==> src/hdl/div_types_pkg.sv <==
// operand, cycle count and controller state types, imported by the divider RTL modules
package div_types_pkg;

	// widest operand the bus can carry
	localparam int op_max_bits = 32;

	// busy-cycle counter width
	localparam int cycles_bits = 32;

	// one operand, quotient or remainder word
	// modules only use the low op_bits bits
	typedef logic [op_max_bits-1:0] op_t;

	// busy-cycle count, saturates at all ones
	typedef logic [cycles_bits-1:0] cycles_t;

	// controller states
	typedef enum logic [2:0] {
		// waiting for start
		st_idle,
		// remainder := dividend, zero divisor test
		st_load,
		// can the divisor still be subtracted
		st_check,
		// one subtraction, quotient + 1
		st_sub,
		// result valid until next start
		st_done
	} div_state_t;

endpackage

==> src/hdl/div_regmap_pkg.sv <==
// AXI4-Lite register map, bus widths and response codes for the divider peripheral
package div_regmap_pkg;

	// bus geometry
	localparam int axil_addr_bits = 8;
	localparam int axil_data_bits = 32;
	localparam int axil_strb_bits = axil_data_bits / 8;

	typedef logic [axil_addr_bits-1:0] axil_addr_t;
	typedef logic [axil_data_bits-1:0] axil_data_t;
	typedef logic [1:0] axil_resp_t;

	// response codes
	localparam axil_resp_t resp_okay   = 2'b00;
	localparam axil_resp_t resp_slverr = 2'b10;

	// byte offsets
	localparam axil_addr_t reg_dividend = 8'h00;
	localparam axil_addr_t reg_divisor  = 8'h04;
	localparam axil_addr_t reg_ctrl     = 8'h08;
	localparam axil_addr_t reg_status   = 8'h0C;
	localparam axil_addr_t reg_quot     = 8'h10;
	localparam axil_addr_t reg_rem      = 8'h14;
	localparam axil_addr_t reg_cycles   = 8'h18;

	// reg_ctrl bits
	localparam int ctrl_start_bit = 0;

	// reg_status bits
	localparam int status_busy_bit = 0;
	localparam int status_done_bit = 1;
	localparam int status_zero_bit = 2;

endpackage

==> src/hdl/div_step_if.sv <==
// step bus between the divider controller and the datapath, one modport per side
interface div_step_if;
	import div_types_pkg::*;

	// controller -> datapath
	// remainder := dividend, quotient := 0
	logic load;
	// one subtraction, quotient + 1
	logic step;
	// zero divisor, force quotient to all ones
	logic zero_fix;

	// datapath -> controller
	// remainder >= divisor
	logic ge;
	// divisor is zero
	logic is_zero_div;

	// results, read by the register block through the top level
	op_t quotient;
	op_t remainder;

	modport ctrl (
		output load, step, zero_fix,
		input  ge, is_zero_div
	);

	modport data (
		input  load, step, zero_fix,
		output ge, is_zero_div, quotient, remainder
	);

endinterface

==> src/hdl/div_axil_regs.sv <==
// AXI4-Lite slave of the divider, holds the operands, decodes the register map, pulses start
module div_axil_regs #(
	parameter int op_bits = 16
) (
	input  logic in_clk,
	input  logic in_rst,

	// AXI4-Lite slave
	input  div_regmap_pkg::axil_addr_t s_axil_awaddr,
	input  logic s_axil_awvalid,
	output logic s_axil_awready,
	input  div_regmap_pkg::axil_data_t s_axil_wdata,
	input  logic [div_regmap_pkg::axil_strb_bits-1:0] s_axil_wstrb,
	input  logic s_axil_wvalid,
	output logic s_axil_wready,
	output div_regmap_pkg::axil_resp_t s_axil_bresp,
	output logic s_axil_bvalid,
	input  logic s_axil_bready,
	input  div_regmap_pkg::axil_addr_t s_axil_araddr,
	input  logic s_axil_arvalid,
	output logic s_axil_arready,
	output div_regmap_pkg::axil_data_t s_axil_rdata,
	output div_regmap_pkg::axil_resp_t s_axil_rresp,
	output logic s_axil_rvalid,
	input  logic s_axil_rready,

	// controller side
	output logic start,
	input  logic busy,
	input  logic done,
	input  logic div_zero,

	// results and operands
	input  div_types_pkg::op_t quotient,
	input  div_types_pkg::op_t remainder,
	input  div_types_pkg::cycles_t cycles,
	output div_types_pkg::op_t dividend,
	output div_types_pkg::op_t divisor
);
	import div_types_pkg::*;
	import div_regmap_pkg::*;

	// operand bits above op_bits stay zero
	localparam op_t op_mask = op_t'((64'd1 << op_bits) - 64'd1);

	typedef enum logic [1:0] {wr_idle, wr_accept, wr_resp} wr_state_t;
	typedef enum logic [1:0] {rd_idle, rd_accept, rd_resp} rd_state_t;

	wr_state_t wr_state;
	rd_state_t rd_state;

	logic wr_hs, wr_en, wr_err;
	logic wr_dividend, wr_divisor, wr_start;
	logic start_arm;
	logic rd_hs, rd_err;
	axil_data_t rd_data;

	// ready and valid come straight from the channel states
	assign s_axil_awready = (wr_state == wr_accept);
	assign s_axil_wready  = (wr_state == wr_accept);
	assign s_axil_bvalid  = (wr_state == wr_resp);
	assign s_axil_arready = (rd_state == rd_accept);
	assign s_axil_rvalid  = (rd_state == rd_resp);

	assign wr_hs = (wr_state == wr_accept) && s_axil_awvalid && s_axil_wvalid;
	// no strobes at all means no write, any strobe writes the full word
	assign wr_en = wr_hs && (|s_axil_wstrb) && !wr_err;
	assign rd_hs = (rd_state == rd_accept) && s_axil_arvalid;

	// write decode
	always_comb begin
		wr_err = 1'b0;
		wr_dividend = 1'b0;
		wr_divisor = 1'b0;
		wr_start = 1'b0;
		case (s_axil_awaddr)
			reg_dividend: begin
				wr_err = busy;
				wr_dividend = !busy;
			end
			reg_divisor: begin
				wr_err = busy;
				wr_divisor = !busy;
			end
			reg_ctrl: begin
				// start while busy is refused, writing 0 is harmless
				if (s_axil_wdata[ctrl_start_bit]) begin
					wr_err = busy;
					wr_start = !busy;
				end
			end
			// read-only and unmapped
			default: wr_err = 1'b1;
		endcase
	end

	// read decode
	always_comb begin
		rd_err = 1'b0;
		rd_data = '0;
		case (s_axil_araddr)
			reg_dividend: rd_data = dividend;
			reg_divisor:  rd_data = divisor;
			// write-only, reads back zero
			reg_ctrl:     rd_data = '0;
			reg_status: begin
				rd_data[status_busy_bit] = busy;
				rd_data[status_done_bit] = done;
				rd_data[status_zero_bit] = div_zero;
			end
			reg_quot:     rd_data = quotient;
			reg_rem:      rd_data = remainder;
			reg_cycles:   rd_data = cycles;
			default:      rd_err = 1'b1;
		endcase
	end

	// write channel
	always_ff @(posedge in_clk) begin
		if (in_rst) begin
			wr_state <= wr_idle;
			s_axil_bresp <= resp_okay;
			dividend <= '0;
			divisor <= '0;
			start_arm <= 1'b0;
			start <= 1'b0;
		end else begin
			// start one cycle after bvalid rises
			start <= start_arm;
			start_arm <= wr_en && wr_start;
			case (wr_state)
				wr_idle:
					if (s_axil_awvalid && s_axil_wvalid)
						wr_state <= wr_accept;
				wr_accept:
					if (wr_hs) begin
						s_axil_bresp <= wr_err ? resp_slverr : resp_okay;
						wr_state <= wr_resp;
					end
				default:
					// hold the response until taken
					if (s_axil_bready)
						wr_state <= wr_idle;
			endcase
			if (wr_en && wr_dividend)
				dividend <= s_axil_wdata & op_mask;
			if (wr_en && wr_divisor)
				divisor <= s_axil_wdata & op_mask;
		end
	end

	// read channel
	always_ff @(posedge in_clk) begin
		if (in_rst) begin
			rd_state <= rd_idle;
			s_axil_rdata <= '0;
			s_axil_rresp <= resp_okay;
		end else begin
			case (rd_state)
				rd_idle:
					if (s_axil_arvalid)
						rd_state <= rd_accept;
				rd_accept:
					if (rd_hs) begin
						s_axil_rdata <= rd_data;
						s_axil_rresp <= rd_err ? resp_slverr : resp_okay;
						rd_state <= rd_resp;
					end
				default:
					if (s_axil_rready)
						rd_state <= rd_idle;
			endcase
		end
	end

	// responses survive back-pressure unchanged
	a_bvalid_hold: assert property (@(posedge in_clk) disable iff (in_rst)
		s_axil_bvalid && !s_axil_bready |=> s_axil_bvalid && $stable(s_axil_bresp))
		else $error("bvalid or bresp changed before bready");

	a_rvalid_hold: assert property (@(posedge in_clk) disable iff (in_rst)
		s_axil_rvalid && !s_axil_rready |=>
			s_axil_rvalid && $stable(s_axil_rdata) && $stable(s_axil_rresp))
		else $error("rvalid or read data changed before rready");

endmodule

==> src/hdl/div_ctrl_fsm.sv <==
// divider controller, sequences load, check, subtract and finish and catches a zero divisor
module div_ctrl_fsm #(
	parameter int op_bits = 16
) (
	input  logic in_clk,
	input  logic in_rst,
	input  logic start,
	output logic busy,
	output logic done,
	output logic div_zero,
	div_step_if.ctrl step_bus
);
	import div_types_pkg::*;

	div_state_t state, state_next;

	// operands must fit the bus
	if (op_bits < 1 || op_bits > op_max_bits) begin : g_bad_op_bits
		$error("op_bits out of range");
	end

	// datapath controls
	assign step_bus.load = (state == st_load);
	assign step_bus.zero_fix = (state == st_load) && step_bus.is_zero_div;
	assign step_bus.step = (state == st_sub);

	// the last check already has the final result, so done rises there
	assign busy = (state == st_load) || (state == st_sub) ||
		((state == st_check) && step_bus.ge);
	assign done = (state == st_done) || ((state == st_check) && !step_bus.ge);

	always_comb begin
		state_next = state;
		case (state)
			st_idle:
				if (start)
					state_next = st_load;
			// zero divisor skips the loop
			st_load:
				state_next = step_bus.is_zero_div ? st_done : st_check;
			st_check:
				if (step_bus.ge)
					state_next = st_sub;
				else
					state_next = start ? st_load : st_done;
			st_sub:
				state_next = st_check;
			st_done:
				if (start)
					state_next = st_load;
			default:
				state_next = st_idle;
		endcase
	end

	always_ff @(posedge in_clk) begin
		if (in_rst) begin
			state <= st_idle;
			div_zero <= 1'b0;
		end else begin
			state <= state_next;
			// flag lives until the next start
			if (start)
				div_zero <= 1'b0;
			else if (step_bus.zero_fix)
				div_zero <= 1'b1;
		end
	end

	// a step never borrows
	a_step_no_borrow: assert property (@(posedge in_clk) disable iff (in_rst)
		step_bus.step |-> step_bus.ge)
		else $error("step with remainder below divisor");

	a_state_legal: assert property (@(posedge in_clk) disable iff (in_rst)
		state inside {st_idle, st_load, st_check, st_sub, st_done})
		else $error("illegal controller state");

endmodule

==> src/hdl/div_iter_timer.sv <==
// busy-cycle counter of the divider, cleared by start and frozen once busy falls
module div_iter_timer (
	input  logic in_clk,
	input  logic in_rst,
	input  logic start,
	input  logic busy,
	output div_types_pkg::cycles_t cycles
);
	import div_types_pkg::*;

	cycles_t count;

	assign cycles = count;

	always_ff @(posedge in_clk) begin
		if (in_rst) begin
			count <= '0;
		end else if (start) begin
			// the start cycle itself is the first one
			count <= cycles_t'(1);
		end else if (busy && (count != '1)) begin
			// saturate instead of wrapping
			count <= count + cycles_t'(1);
		end
	end

endmodule

==> src/hdl/div_datapath.sv <==
// divider datapath, quotient and remainder registers with a ripple-carry subtractor
module div_datapath #(
	parameter int op_bits = 16
) (
	input  logic in_clk,
	input  logic in_rst,
	input  div_types_pkg::op_t dividend,
	input  div_types_pkg::op_t divisor,
	div_step_if.data step_bus
);
	import div_types_pkg::*;

	// all ones across op_bits
	localparam op_t op_mask = op_t'((64'd1 << op_bits) - 64'd1);

	op_t quot_q, rem_q;

	// remainder + ~divisor + 1
	logic [op_bits-1:0] div_inv;
	logic [op_bits-1:0] diff;
	logic [op_bits:0] carry;

	assign div_inv = ~divisor[op_bits-1:0];
	// carry in completes the two's complement
	assign carry[0] = 1'b1;

	for (genvar i = 0; i < op_bits; i++) begin : g_rca
		// one full adder per bit
		assign diff[i] = rem_q[i] ^ div_inv[i] ^ carry[i];
		assign carry[i+1] = (rem_q[i] & div_inv[i]) | (carry[i] & (rem_q[i] ^ div_inv[i]));
	end

	// no borrow out means remainder >= divisor
	assign step_bus.ge = carry[op_bits];
	assign step_bus.is_zero_div = (divisor[op_bits-1:0] == '0);

	assign step_bus.quotient = quot_q;
	assign step_bus.remainder = rem_q;

	always_ff @(posedge in_clk) begin
		if (in_rst) begin
			quot_q <= '0;
			rem_q <= '0;
		end else if (step_bus.load) begin
			rem_q <= dividend;
			// zero divisor result, remainder keeps the dividend
			quot_q <= step_bus.zero_fix ? op_mask : '0;
		end else if (step_bus.step) begin
			rem_q <= op_t'(diff);
			quot_q <= (quot_q + op_t'(1)) & op_mask;
		end
	end

	a_rem_shrinks: assert property (@(posedge in_clk) disable iff (in_rst)
		step_bus.step |=> rem_q <= $past(rem_q))
		else $error("remainder grew on a step");

endmodule

==> src/hdl/div_periph_top.sv <==
// divider peripheral top level, AXI4-Lite register block wired to controller, timer, datapath
module div_periph_top #(
	parameter int op_bits = 16
) (
	input  logic in_clk,
	input  logic in_rst,

	// AXI4-Lite slave
	input  div_regmap_pkg::axil_addr_t s_axil_awaddr,
	input  logic s_axil_awvalid,
	output logic s_axil_awready,
	input  div_regmap_pkg::axil_data_t s_axil_wdata,
	input  logic [div_regmap_pkg::axil_strb_bits-1:0] s_axil_wstrb,
	input  logic s_axil_wvalid,
	output logic s_axil_wready,
	output div_regmap_pkg::axil_resp_t s_axil_bresp,
	output logic s_axil_bvalid,
	input  logic s_axil_bready,
	input  div_regmap_pkg::axil_addr_t s_axil_araddr,
	input  logic s_axil_arvalid,
	output logic s_axil_arready,
	output div_regmap_pkg::axil_data_t s_axil_rdata,
	output div_regmap_pkg::axil_resp_t s_axil_rresp,
	output logic s_axil_rvalid,
	input  logic s_axil_rready
);
	import div_types_pkg::*;

	// start, busy, done travel as plain wires
	logic start, busy, done, div_zero;
	op_t dividend, divisor;
	cycles_t cycles;

	div_step_if step_bus ();

	div_axil_regs #(.op_bits(op_bits)) u_regs (
		.in_clk(in_clk),
		.in_rst(in_rst),
		.s_axil_awaddr(s_axil_awaddr),
		.s_axil_awvalid(s_axil_awvalid),
		.s_axil_awready(s_axil_awready),
		.s_axil_wdata(s_axil_wdata),
		.s_axil_wstrb(s_axil_wstrb),
		.s_axil_wvalid(s_axil_wvalid),
		.s_axil_wready(s_axil_wready),
		.s_axil_bresp(s_axil_bresp),
		.s_axil_bvalid(s_axil_bvalid),
		.s_axil_bready(s_axil_bready),
		.s_axil_araddr(s_axil_araddr),
		.s_axil_arvalid(s_axil_arvalid),
		.s_axil_arready(s_axil_arready),
		.s_axil_rdata(s_axil_rdata),
		.s_axil_rresp(s_axil_rresp),
		.s_axil_rvalid(s_axil_rvalid),
		.s_axil_rready(s_axil_rready),
		.start(start),
		.busy(busy),
		.done(done),
		.div_zero(div_zero),
		// results come off the step bus
		.quotient(step_bus.quotient),
		.remainder(step_bus.remainder),
		.cycles(cycles),
		.dividend(dividend),
		.divisor(divisor)
	);

	div_ctrl_fsm #(.op_bits(op_bits)) u_ctrl (
		.in_clk(in_clk),
		.in_rst(in_rst),
		.start(start),
		.busy(busy),
		.done(done),
		.div_zero(div_zero),
		.step_bus(step_bus.ctrl)
	);

	div_iter_timer u_timer (
		.in_clk(in_clk),
		.in_rst(in_rst),
		.start(start),
		.busy(busy),
		.cycles(cycles)
	);

	div_datapath #(.op_bits(op_bits)) u_datapath (
		.in_clk(in_clk),
		.in_rst(in_rst),
		.dividend(dividend),
		.divisor(divisor),
		.step_bus(step_bus.data)
	);

endmodule

==> config.mk <==
export PLATFORM = sky130hd
export DESIGN_NAME = div_periph_top
export DESIGN_NICKNAME = d
export VERILOG_FILES = /design/src/hdl/div_types_pkg.sv /design/src/hdl/div_regmap_pkg.sv /design/src/hdl/div_step_if.sv /design/src/hdl/div_axil_regs.sv /design/src/hdl/div_ctrl_fsm.sv /design/src/hdl/div_iter_timer.sv /design/src/hdl/div_datapath.sv /design/src/hdl/div_periph_top.sv
export SDC_FILE = /design/constraint.sdc
export NUM_CORES = 1
export LEC_CHECK = 0
export BUFFER_PORTS_ARGS = -buffer_cell sky130_fd_sc_hd__buf_2
export CORE_ASPECT_RATIO = 1.1
export CORE_MARGIN = 1
export CORE_UTILIZATION = 58
export DETAILED_ROUTE_END_ITERATION = 6
export PLACE_DENSITY = 0.9
export SLEW_MARGIN = 30
export SYNTH_ARGS = -nofsm -noshare
export SYNTH_HDL_FRONTEND = slang
export SYNTH_SLANG_ARGS = --single-unit
==> constraint.sdc <==
create_clock -name in_clk -period 9.03 [get_ports in_clk]
set_clock_uncertainty 0.15 [all_clocks]
set_input_delay 0.903 -clock in_clk [delete_from_list [all_inputs] [get_ports in_clk]]
set_output_delay 0.903 -clock in_clk [all_outputs]
set_load 0.05 [all_outputs]
# == Word level (Yosys, flattened, before mapping) ==
# Cells that the tools add are included.
# totals
inputBits,59
out_inout_bits,41
word_cells,187
ff_bits,174
# op_classes
bitwise_logic,80
n_reduce_logical,38
n_eq_ne,22
n_addsub,2
n_mux,30
# ops
operator,n
$pmux W29 S5,1
$mux W32,4
$add A32 B1 Y32 const B,1
$ne A32 B32 Y1 const B,1
$and A1 B1 Y1,31
$xor A1 B1 Y1,31
$eq A8 B4 Y1 const B,3
$eq A8 B5 Y1 const B,3
$pmux W3 S6,1
$add A16 B1 Y16 const B,1
$eq A8 B3 Y1 const B,2
$logic_not A16 Y1,1
$logic_not A8 Y1,2
$mux W16,1
$mux W2,8
$not A16 Y16,1
$or A1 B1 Y1,16
$logic_and A1 B1 Y1,13
$mux W3,4
$pmux W3 S4,1
$ne A2 B1 Y1 const B,4
$pmux W2 S2,2
$mux W1,7
$reduce_or A7 Y1,1
18 further kinds,32

# == Logic depth before layout (Yosys ltp) ==
# Gate-level depths: netlist (run 1).
# depth
word_depth,40
mapped_depth,23
ltp_nobuf,22

# == Hierarchy ==
# Synthesis (run 1) repeated with hierarchy kept, for this count alone.
# hier_totals
cells_unflattened,954
hier_area_um2,8316.7
# by_module_without_submodules
mod,cells_each,n_inst,seq_area_each_um2,area_each_um2
div_axil_regs,430,1,1441.4,3852.4
div_datapath,305,1,960.9,2613.8
div_iter_timer,192,1,640.6,1621.6
div_ctrl_fsm,27,1,80.1,229.0

# == Worst setup path before layout (run 1) ==
# OpenSTA, ideal clock, no wires.
# synth_path
path_kind,reg-to-reg
start,reg u_datapath.rem_q[0] (netlist: u_datapath.step_bus.remainder[0])
end,reg u_timer.count[26] (netlist: u_timer.cycles[26])
required_ns,8.810
path_buffers,1
synth_period_minus_slack_ns,7.907
setup_ns,0.070
arrival_ns,7.687
path_slack_ns,1.123
path_stages_with_launch,24
path_cell_list,dfxtp_1 -> inv_1 -> ha_1 -> fa_1 -> fa_1 -> fa_1 -> fa_1 -> fa_1 -> fa_1 -> fa_1 -> fa_1 -> fa_1 -> fa_1 -> fa_1 -> fa_1 -> fa_1 -> fa_1 -> fa_1 -> nor2b_1 -> o21ai_0 -> or3_1 -> clkbuf_1 -> or4_1 -> a21oi_1
# synth_via
elab_chain_cells,35
elab_cells_between_ends,36
classes_between,33 x bitwise; 3 x reduce/logical
# synth_lines
element,line_no,text
from (decl),div_datapath.sv:16,"op_t quot_q, rem_q;"
from (signal assigned),div_datapath.sv:45,rem_q <= dividend;
from (signal assigned),div_datapath.sv:49,rem_q <= op_t'(diff);
$and A1 B1 Y1 / $xor A1 B1 Y1 (equally long branches),div_datapath.sv:30,assign carry[i+1] = (rem_q[i] & div_inv[i]) | (carry[i] & (rem_q[i] ^ div_inv[i]));
$or A1 B1 Y1 (*),div_datapath.sv:30,
$and A1 B1 Y1 (*),div_datapath.sv:30,
$or A1 B1 Y1 (*),div_datapath.sv:30,
$and A1 B1 Y1 (*),div_datapath.sv:30,
$or A1 B1 Y1 (*),div_datapath.sv:30,
$and A1 B1 Y1 (*),div_datapath.sv:30,
$or A1 B1 Y1 (*),div_datapath.sv:30,
[19 not listed],n/a,
$or A1 B1 Y1 (*),div_datapath.sv:30,
$and A1 B1 Y1 (*),div_datapath.sv:30,
$or A1 B1 Y1 (*),div_datapath.sv:30,
$and A1 B1 Y1 (*),div_datapath.sv:30,
$or A1 B1 Y1 (*),div_datapath.sv:30,
$logic_and A1 B1 Y1 (*),div_ctrl_fsm.sv:29,((state == st_check) && step_bus.ge);
$logic_or A1 B1 Y1 (*),div_ctrl_fsm.sv:28,assign busy = (state == st_load) || (state == st_sub) ||
$logic_and A1 B1 Y1 (*),div_iter_timer.sv:21,end else if (busy && (count != '1)) begin
to (signal assigned),div_iter_timer.sv:20,count <= cycles_t'(1);
to (signal assigned),div_iter_timer.sv:23,count <= count + cycles_t'(1);
to (decl),div_iter_timer.sv:11,cycles_t count;
# Every way passes the cells marked *; elsewhere a longest branch is shown, timed or not.
# A chain may end at the register's enable or synchronous reset.

# == Worst setup path after layout (run 1) ==
# layout_path
start,reg u_datapath.rem_q[0] (netlist: u_datapath.step_bus.remainder[0])
end,reg u_timer.count[31] (netlist: u_timer.cycles[31])
# Same word-level chain as after synthesis.

==> flow_summary_export.csv, run 1 <==
group,metric,value,unit
placement,dpl_cell_area,0.00759,sq mm
clock_network,cts.path.max_buffers,2,
routing,vias,6692,
setup_path,path_class,"flip-flop to flip-flop",
setup_path,crit_family,"adder cells",
yosys,synth_seq_cells,140,
pwr,powerDensity,171,mW/mm^2
clock_network,worstSkewPairLatency,430,ps
setup_path,end_kind,"flip-flop",
placement,pre_cts_ws,429,ps
yosys,ys_warn_count,0,
timing,finalSetupViolations,0,
yosys,syn-cell-area,0.00720,sq mm
setup_path,r2r-start,"u_datapath.step_bus.remainder[0]",
placement,portBuffers,81,
timing,hold_violations,0,
yosys,synthCells,843,
yosys,syn_avg_cell_area,8.54,sq um
clock_network,clockRootBuffer,"clkbuf_16",
clock_network,cts_tree,"built",
yosys,seq_area_frac_synth,38.9,%
routing,drtPass1Iterations,6,
yosys,ys_async_sr_fraction,0,%
setup_path,start_kind,"flip-flop",
cells_and_area,fin_util,67.7,%
floorplanning,rows,42,
pwr,power.leakage,2.76,nW
setup_path,reg2regPathDepth,22,
global_route,first_global_vias,6034,
clock_network,cts-buffers-inserted,17,
timing,rsz0062_at_grt,"no",
worst_hold_path,hold_depth,2,
cells_and_area,drive_gt1_share,14.8,%
floorplanning,die-width,108,um
worst_hold_path,hp-class,"flip-flop to flip-flop",
yosys,synth_cell_types,66,
setup_path,worstReg2RegEnd,"u_timer.cycles[31]",
run,drv_cap,0,
yosys,synth_top_family_by_area,"simple AND/OR/NAND/NOR gates",
clock_network,clkSinkCount,140,
timing,relSlewSlack,38.2,%
global_route,grt_max_degree,77,
routing,drt_wl_total,18600,um
routing,via_per_inst,6.34,
timing,report.final.slew_viol_count,0,
setup_path,worstPathRequired,9230,ps
placement,dpl.hpwl,12300,um
clock_network,htreeDepth,4,
timing,fmax,114,MHz
yosys,synthMuxAreaShare,6.00,%
worst_hold_path,hold_path_end,"u_regs.s_axil_rdata[29]",
global_route,antenna_found_initial,0,
setup_path,r2r_slack,260,ps
setup_path,critPathBufInv,1,
global_route,grt_pass1_wl,30200,um
setup_path,critPathSlowestCell,"a2111o_1",
timing,finalCritPeriodShare,97.1,%
floorplanning,die_area,0.0129,sq mm
cells_and_area,diodes,0,
yosys,synth_fa_ha_area_share,4.69,%
yosys,synth_edf_count,0,
clock_network,cts_setup_buffers,0,
timing,layout_setup_ws,263,ps
routing,wire_per_inst,17.6,um
routing,drcViolationCount,0,
yosys,synth_xor_xnor_area_share,1.10,%
cells_and_area,layout_common_cells,"dfxtp_1 (140), nor2_1 (85), a21oi_1 (81)",
cells_and_area,fin_nets,966,
yosys,ys.flop_type,"dfxtp_1",
cells_and_area,fin_cells,1055,
pwr,ir_drop,0.000182,V
setup_path,crit_top_cell,"fa_1",
global_route,grt_usage,30.2,%
floorplanning,pin_count,100,
yosys,synth-simple-area-share,25.2,%
routing,ant_nets,0,
routing,drt_iter0_drc,721,
timing,fin_crit,8770,ps
clock_network,ctsResizeCount,0,
worst_hold_path,hp-start,"u_regs.s_axil_rdata[29]",
floorplanning,die_h,119,um
yosys,synth_compound_area_share,19.1,%
cells_and_area,final_common_cell,"dfxtp_1",
floorplanning,core-area,0.0121,sq mm
setup_path,crit_fanout,16,
placement,gp_congestion,0.867,
timing,tns,0,ps
setup_path,cp.arrival,8970,ps
floorplanning,initial_utilization,59.5,%
cells_and_area,syn_to_final_growth,13.7,%
status,status,"finished, final reports clean",
clock_network,path_clk_slew,60,ps
global_route,grt_overflow,0,
clock_network,hold_buffers,0,
placement,dp.cells,1023,
timing,worstMarginPinSlew,923,ps
cells_and_area,final_cell_area,0.00818,sq mm
setup_path,crit_chain,"inv_1 > ha_1 > fa_1 > fa_1 > fa_1 > fa_1 > fa_1 > fa_1 > fa_1 > fa_1 > fa_1 > fa_1 > fa_1 > fa_1 > fa_1 > fa_1 > fa_1 > nor2b_1 > o21ai_0 > a2111o_1 > or4_1 > a21oi_1",
setup_path,crit_path_max_incr_delay,630,ps
-- how the worst max path moves through the flow --
stage / start / endpoint / cells past startpoint
6_report: u_datapath.step_bus.remainder[0] / u_timer.cycles[31] / 22
5_1_grt: u_datapath.step_bus.remainder[0] / u_timer.cycles[31] / 22
4_1_cts: u_datapath.step_bus.remainder[0] / u_timer.cycles[31] / 22
3_5_place_dp: u_datapath.step_bus.remainder[0] / u_timer.cycles[31] / 22
3_3_place_gp: u_datapath.step_bus.remainder[0] / u_timer.cycles[31] / 22
2_1_floorplan: u_datapath.step_bus.remainder[0] / u_timer.cycles[26] / 23
-- Yosys cell counts, types with 5 or more instances --
master / number / share of area [%]
o31ai_1: 12 / 1.3
a31oi_1: 7 / 0.61
inv_1: 22 / 1.1
nor2_1: 85 / 4.4
fa_1: 15 / 4.2
o21a_1: 5 / 0.52
buf_2: 9 / 0.63
o22ai_1: 8 / 0.70
o21ai_0: 30 / 2.1
or4_1: 18 / 1.9
nor2b_1: 12 / 1.0
and2_1: 5 / 0.43
a211oi_1: 26 / 2.7
and4_1: 7 / 0.85
a311oi_1: 8 / 0.97
nand2b_1: 37 / 3.2
xor2_1: 5 / 0.61
nand4_1: 11 / 0.96
nand3_1: 32 / 2.2
buf_1: 8 / 0.42
nor4_1: 17 / 1.5
nor3_1: 8 / 0.56
a22oi_1: 22 / 2.3
nand2_1: 54 / 2.8
dfxtp_1: 140 / 39
or3_1: 19 / 1.7
clkbuf_1: 38 / 2.0
buf_4: 6 / 0.63
a21oi_1: 81 / 5.6
mux2i_1: 42 / 5.8
-- layer usage --
layer / track usage [%] / wire [um]
met5: 0 / 0
met2: 46.6 / 8460
met1: 40.1 / 7890
met4: 12.7 / 640
met3: 7.28 / 1620
-- cells by family (layout without fill, tap and decap cells) --
logic type,after synthesis,in the layout
simple gates,331,331
other cells,1,2
xor+xnor,9,9
compound gates,217,217
mux,43,43
flops,140,140
fa+ha+maj,18,18
buf+inv,84,141
-- sequential cells by signal, summed over array words and instances (netlist names) --
register	count
u_ctrl.div_zero	1
u_ctrl.state	3
u_datapath.step_bus.quotient	16
u_datapath.step_bus.remainder	16
u_regs.dividend	16
u_regs.divisor	16
u_regs.rd_state	2
u_regs.s_axil_bresp	1
u_regs.s_axil_rdata	32
u_regs.s_axil_rresp	1
u_regs.start	1
u_regs.start_arm	1
u_regs.wr_state	2
u_timer.cycles	32
-- metrics by stage --
| step | power [mW] | hold slack, ps |
|---|---|---|
| after CTS | 1.40 | 300 |
| after detailed placement | 0.725 | 294 |
| after global placement | 0.723 | 276 |
| after floorplan | 0.701 | 264 |
| final | 1.40 | 299 |
| after global routing | 1.44 | 313 |
-- worst min-delay path: stages, from the launching register on --
cell and delay, ps:
dfxtp_1 300, nand2_1 50, a21oi_1 50
-- cell type report --
type / count / area, sq um
clock buffers: 20 / 457
clock inverters: 11 / 120
fillers: 950 / 3910
inverters: 22 / 82.6
multi-input cells: 620 / 4060
flip-flops and latches: 140 / 2800
well taps: 154 / 193
repair buffers: 88 / 464
-- report_power, final --
group	internal, mW	leakage (nW)	switching (mW)	total, mW
Combinational	0.0245	1.35	0.0612	0.0856
Sequential	0.623	1.13	0.00406	0.628
Clock	0.417	0.278	0.267	0.685
Total	1.07	2.76	0.332	1.40
Note: power is estimated with default switching activity, not from simulation.
==> inputs of run 2 (changes only) <==
--- a/config.mk
+++ b/config.mk
@@ -8,10 +8,13 @@
 export BUFFER_PORTS_ARGS = -buffer_cell sky130_fd_sc_hd__buf_2
 export CORE_ASPECT_RATIO = 1.1
 export CORE_MARGIN = 1
-export CORE_UTILIZATION = 58
+export CORE_UTILIZATION = 59
+export CTS_CLUSTER_DIAMETER = 40
 export DETAILED_ROUTE_END_ITERATION = 6
-export PLACE_DENSITY = 0.9
+export HOLD_SLACK_MARGIN = 0.15
+export PLACE_DENSITY = 0.91
 export SLEW_MARGIN = 30
 export SYNTH_ARGS = -nofsm -noshare
 export SYNTH_HDL_FRONTEND = slang
+export SYNTH_HIERARCHICAL = 1
 export SYNTH_SLANG_ARGS = --single-unit
==> run 2 against run 1 <==
Against the previous run:
- maximum frequency rose by 2.1%
- critical path depth grew 4
- highest routed layer unchanged
- critical path type unchanged
- power increased by 14%
==> flow_summary_export.csv, run 2 <==
group,metric,value,unit
clock_network,htreeDepth,4,
setup_path,reg2regPathDepth,26,
pwr,power.leakage,3.43,nW
setup_path,worstPathRequired,9210,ps
placement,portBuffers,81,
global_route,grtUsageMet1,35.8,%
yosys,synthCells,938,
cells_and_area,final_common_cell,"dfxtp_1",
timing,hold_ws,323,ps
routing,ant_nets,0,
yosys,ys_warn_count,6,
worst_hold_path,hold_depth,1,
timing,tns,0,ps
global_route,grt_pass1_wl,32900,um
pwr,ir_drop,0.000111,V
setup_path,cp.arrival,8770,ps
pwr,clock_power_share,50.2,%
routing,drt_wl_total,20600,um
clock_network,cts.path.max_buffers,2,
routing,vias,7212,
floorplanning,pin_count,100,
clock_network,cts-buffers-inserted,17,
clock_network,clkSinkCount,156,
routing,drtPass1Iterations,5,
clock_network,hold_buffers,0,
cells_and_area,diodes,0,
setup_path,path_class,"flip-flop to flip-flop",
pwr,swShare,22.1,%
timing,finalSetupViolations,0,
global_route,top_usage_layer,"met2",
setup_path,start_kind,"flip-flop",
routing,drt_iter0_drc,893,
timing,worstMarginPinSlew,1010,ps
global_route,grtUsageMet2,48.4,%
global_route,grt_usage,29.0,%
routing,drcViolationCount,0,
global_route,grt_max_degree,97,
pwr,p_total,1.59,mW
routing,via_per_inst,6.16,
worst_hold_path,hp-class,"flip-flop to flip-flop",
status,status,"finished, final reports clean",
global_route,grt_overflow,0,
timing,rsz0062_at_grt,"no",
clock_network,cts_setup_buffers,0,
pwr,combPwrFrac,6.0,%
timing,fmax,116,MHz
clock_network,cts_tree,"built",
placement,dpl_cell_area,0.00843,sq mm
floorplanning,die_area,0.0144,sq mm
setup_path,crit_fanout,7,
pwr,intPower,1.24,mW
pwr,p_switching,0.352,mW
global_route,first_global_vias,6895,
placement,gp_congestion,0.841,
global_route,met3_usage,6.83,%
cells_and_area,final_cell_area,0.00910,sq mm
timing,finalCritPeriodShare,95.1,%
pwr,seqPwrFrac,43.8,%
floorplanning,core-area,0.0134,sq mm
clock_network,worstSkewPairLatency,430,ps
placement,dpl.hpwl,13300,um
cells_and_area,syn_to_final_growth,11.1,%
cells_and_area,drive_gt1_share,16.2,%
yosys,syn-cell-area,0.00820,sq mm
cells_and_area,fin_nets,1051,
cells_and_area,layout_common_cells,"dfxtp_1 (156), nor2_1 (113), buf_2 (81)",
setup_path,end_kind,"flip-flop",
floorplanning,die-width,114,um
timing,hold_violations,0,
pwr,powerDensity,175,mW/mm^2
clock_network,clockRootBuffer,"clkbuf_16",
floorplanning,die_h,126,um
yosys,syn_avg_cell_area,8.74,sq um
clock_network,ctsResizeCount,0,
timing,fin_crit,8590,ps
global_route,antenna_found_initial,0,
floorplanning,initial_utilization,61.3,%
timing,report.final.slew_viol_count,0,
cells_and_area,fill_cells,991,
run,drv_cap,0,
routing,wire_per_inst,17.6,um
clock_network,path_clk_slew,60,ps
timing,relSlewSlack,32.0,%
floorplanning,rows,44,
==> run 2: cell types whose count changed in the layout (fill, tap and decap cells not counted), moves of 14 or more <==
cell      previous run  this run
dfxtp_1            140       156
a22o_1               0        19
nand3_1             32        48
nand2b_1            37         2
nor2_1              85       113
mux2i_1             42        18
o21ai_0             30        60
nand2_1             54        34
or4_1               18         1
nor3b_1              3        17
conb_1               2        34
xnor2_1              4        24
a22oi_1             22         6
==> run 2: power groups by stage <==
stage | logic (mW) | registers [mW] | clock network, mW
final | 0.0961 | 0.697 | 0.800
after global routing | 0.103 | 0.697 | 0.840
after CTS | 0.0944 | 0.697 | 0.805
after detailed placement | 0.0935 | 0.712 | 0
after global placement | 0.0920 | 0.712 | 0
after floorplan | 0.0636 | 0.727 | 0
==> run 2: layout make-up <==
type | count | area [sq um] | area share, %
Tap cell | 184 | 230 | 2.53
Sequential cell | 156 | 3120 | 34.3
Clock buffer | 19 | 443 | 4.86
Timing Repair Buffer | 88 | 462 | 5.07
Multi-Input combinational cell | 679 | 4510 | 49.5
Inverter | 32 | 120 | 1.32
Clock inverter | 12 | 219 | 2.40
==> run 2: metrics by stage <==
step,worst slack [ps],std cells,util [%]
final,440,1170,68.1
after global routing,83.2,1170,68.1
after CTS,513,1170,68.0
after detailed placement,616,1139,63.0
after global placement,717,1139,63.0
after floorplan,1110,970,-
==> run 2: final timing paths <==
check,startpoint,end,slack (ps)
hold reg to reg,u_regs/s_axil_rdata[20],u_regs/s_axil_rdata[20],320
setup / recovery,u_datapath/step_bus.remainder[0],u_timer/cycles[19],440
hold / removal,u_regs/s_axil_rdata[20],u_regs/s_axil_rdata[20],320
setup reg to reg,u_datapath/step_bus.remainder[0],u_timer/cycles[19],440
==> run 2: worst max-delay path: stages (launching register included) <==
cell and delay (ps):
dfxtp_1 350, inv_1 50, ha_1 190, fa_1 400
fa_1 390, fa_1 390, fa_1 400, fa_1 410
fa_1 390, fa_1 390, fa_1 410, fa_1 410
fa_1 420, fa_1 390, inv_1 80, fa_1 170
inv_1 50, fa_1 380, fa_1 410, inv_1 100
fa_1 250, a21oi_1 120, nor2_1 400, nand3_1 380
a31oi_1 620, a31oi_1 170, a41o_1 220
==> run 2: per-layer routing <==
| layer | wire length [um] | part of all wire, % |
|---|---|---|
| met1 | 8200 | 40 |
| met2 | 10200 | 50 |
| met3 | 1570 | 7.6 |
| met4 | 579 | 2.8 |
| met5 | 0 | 0 |
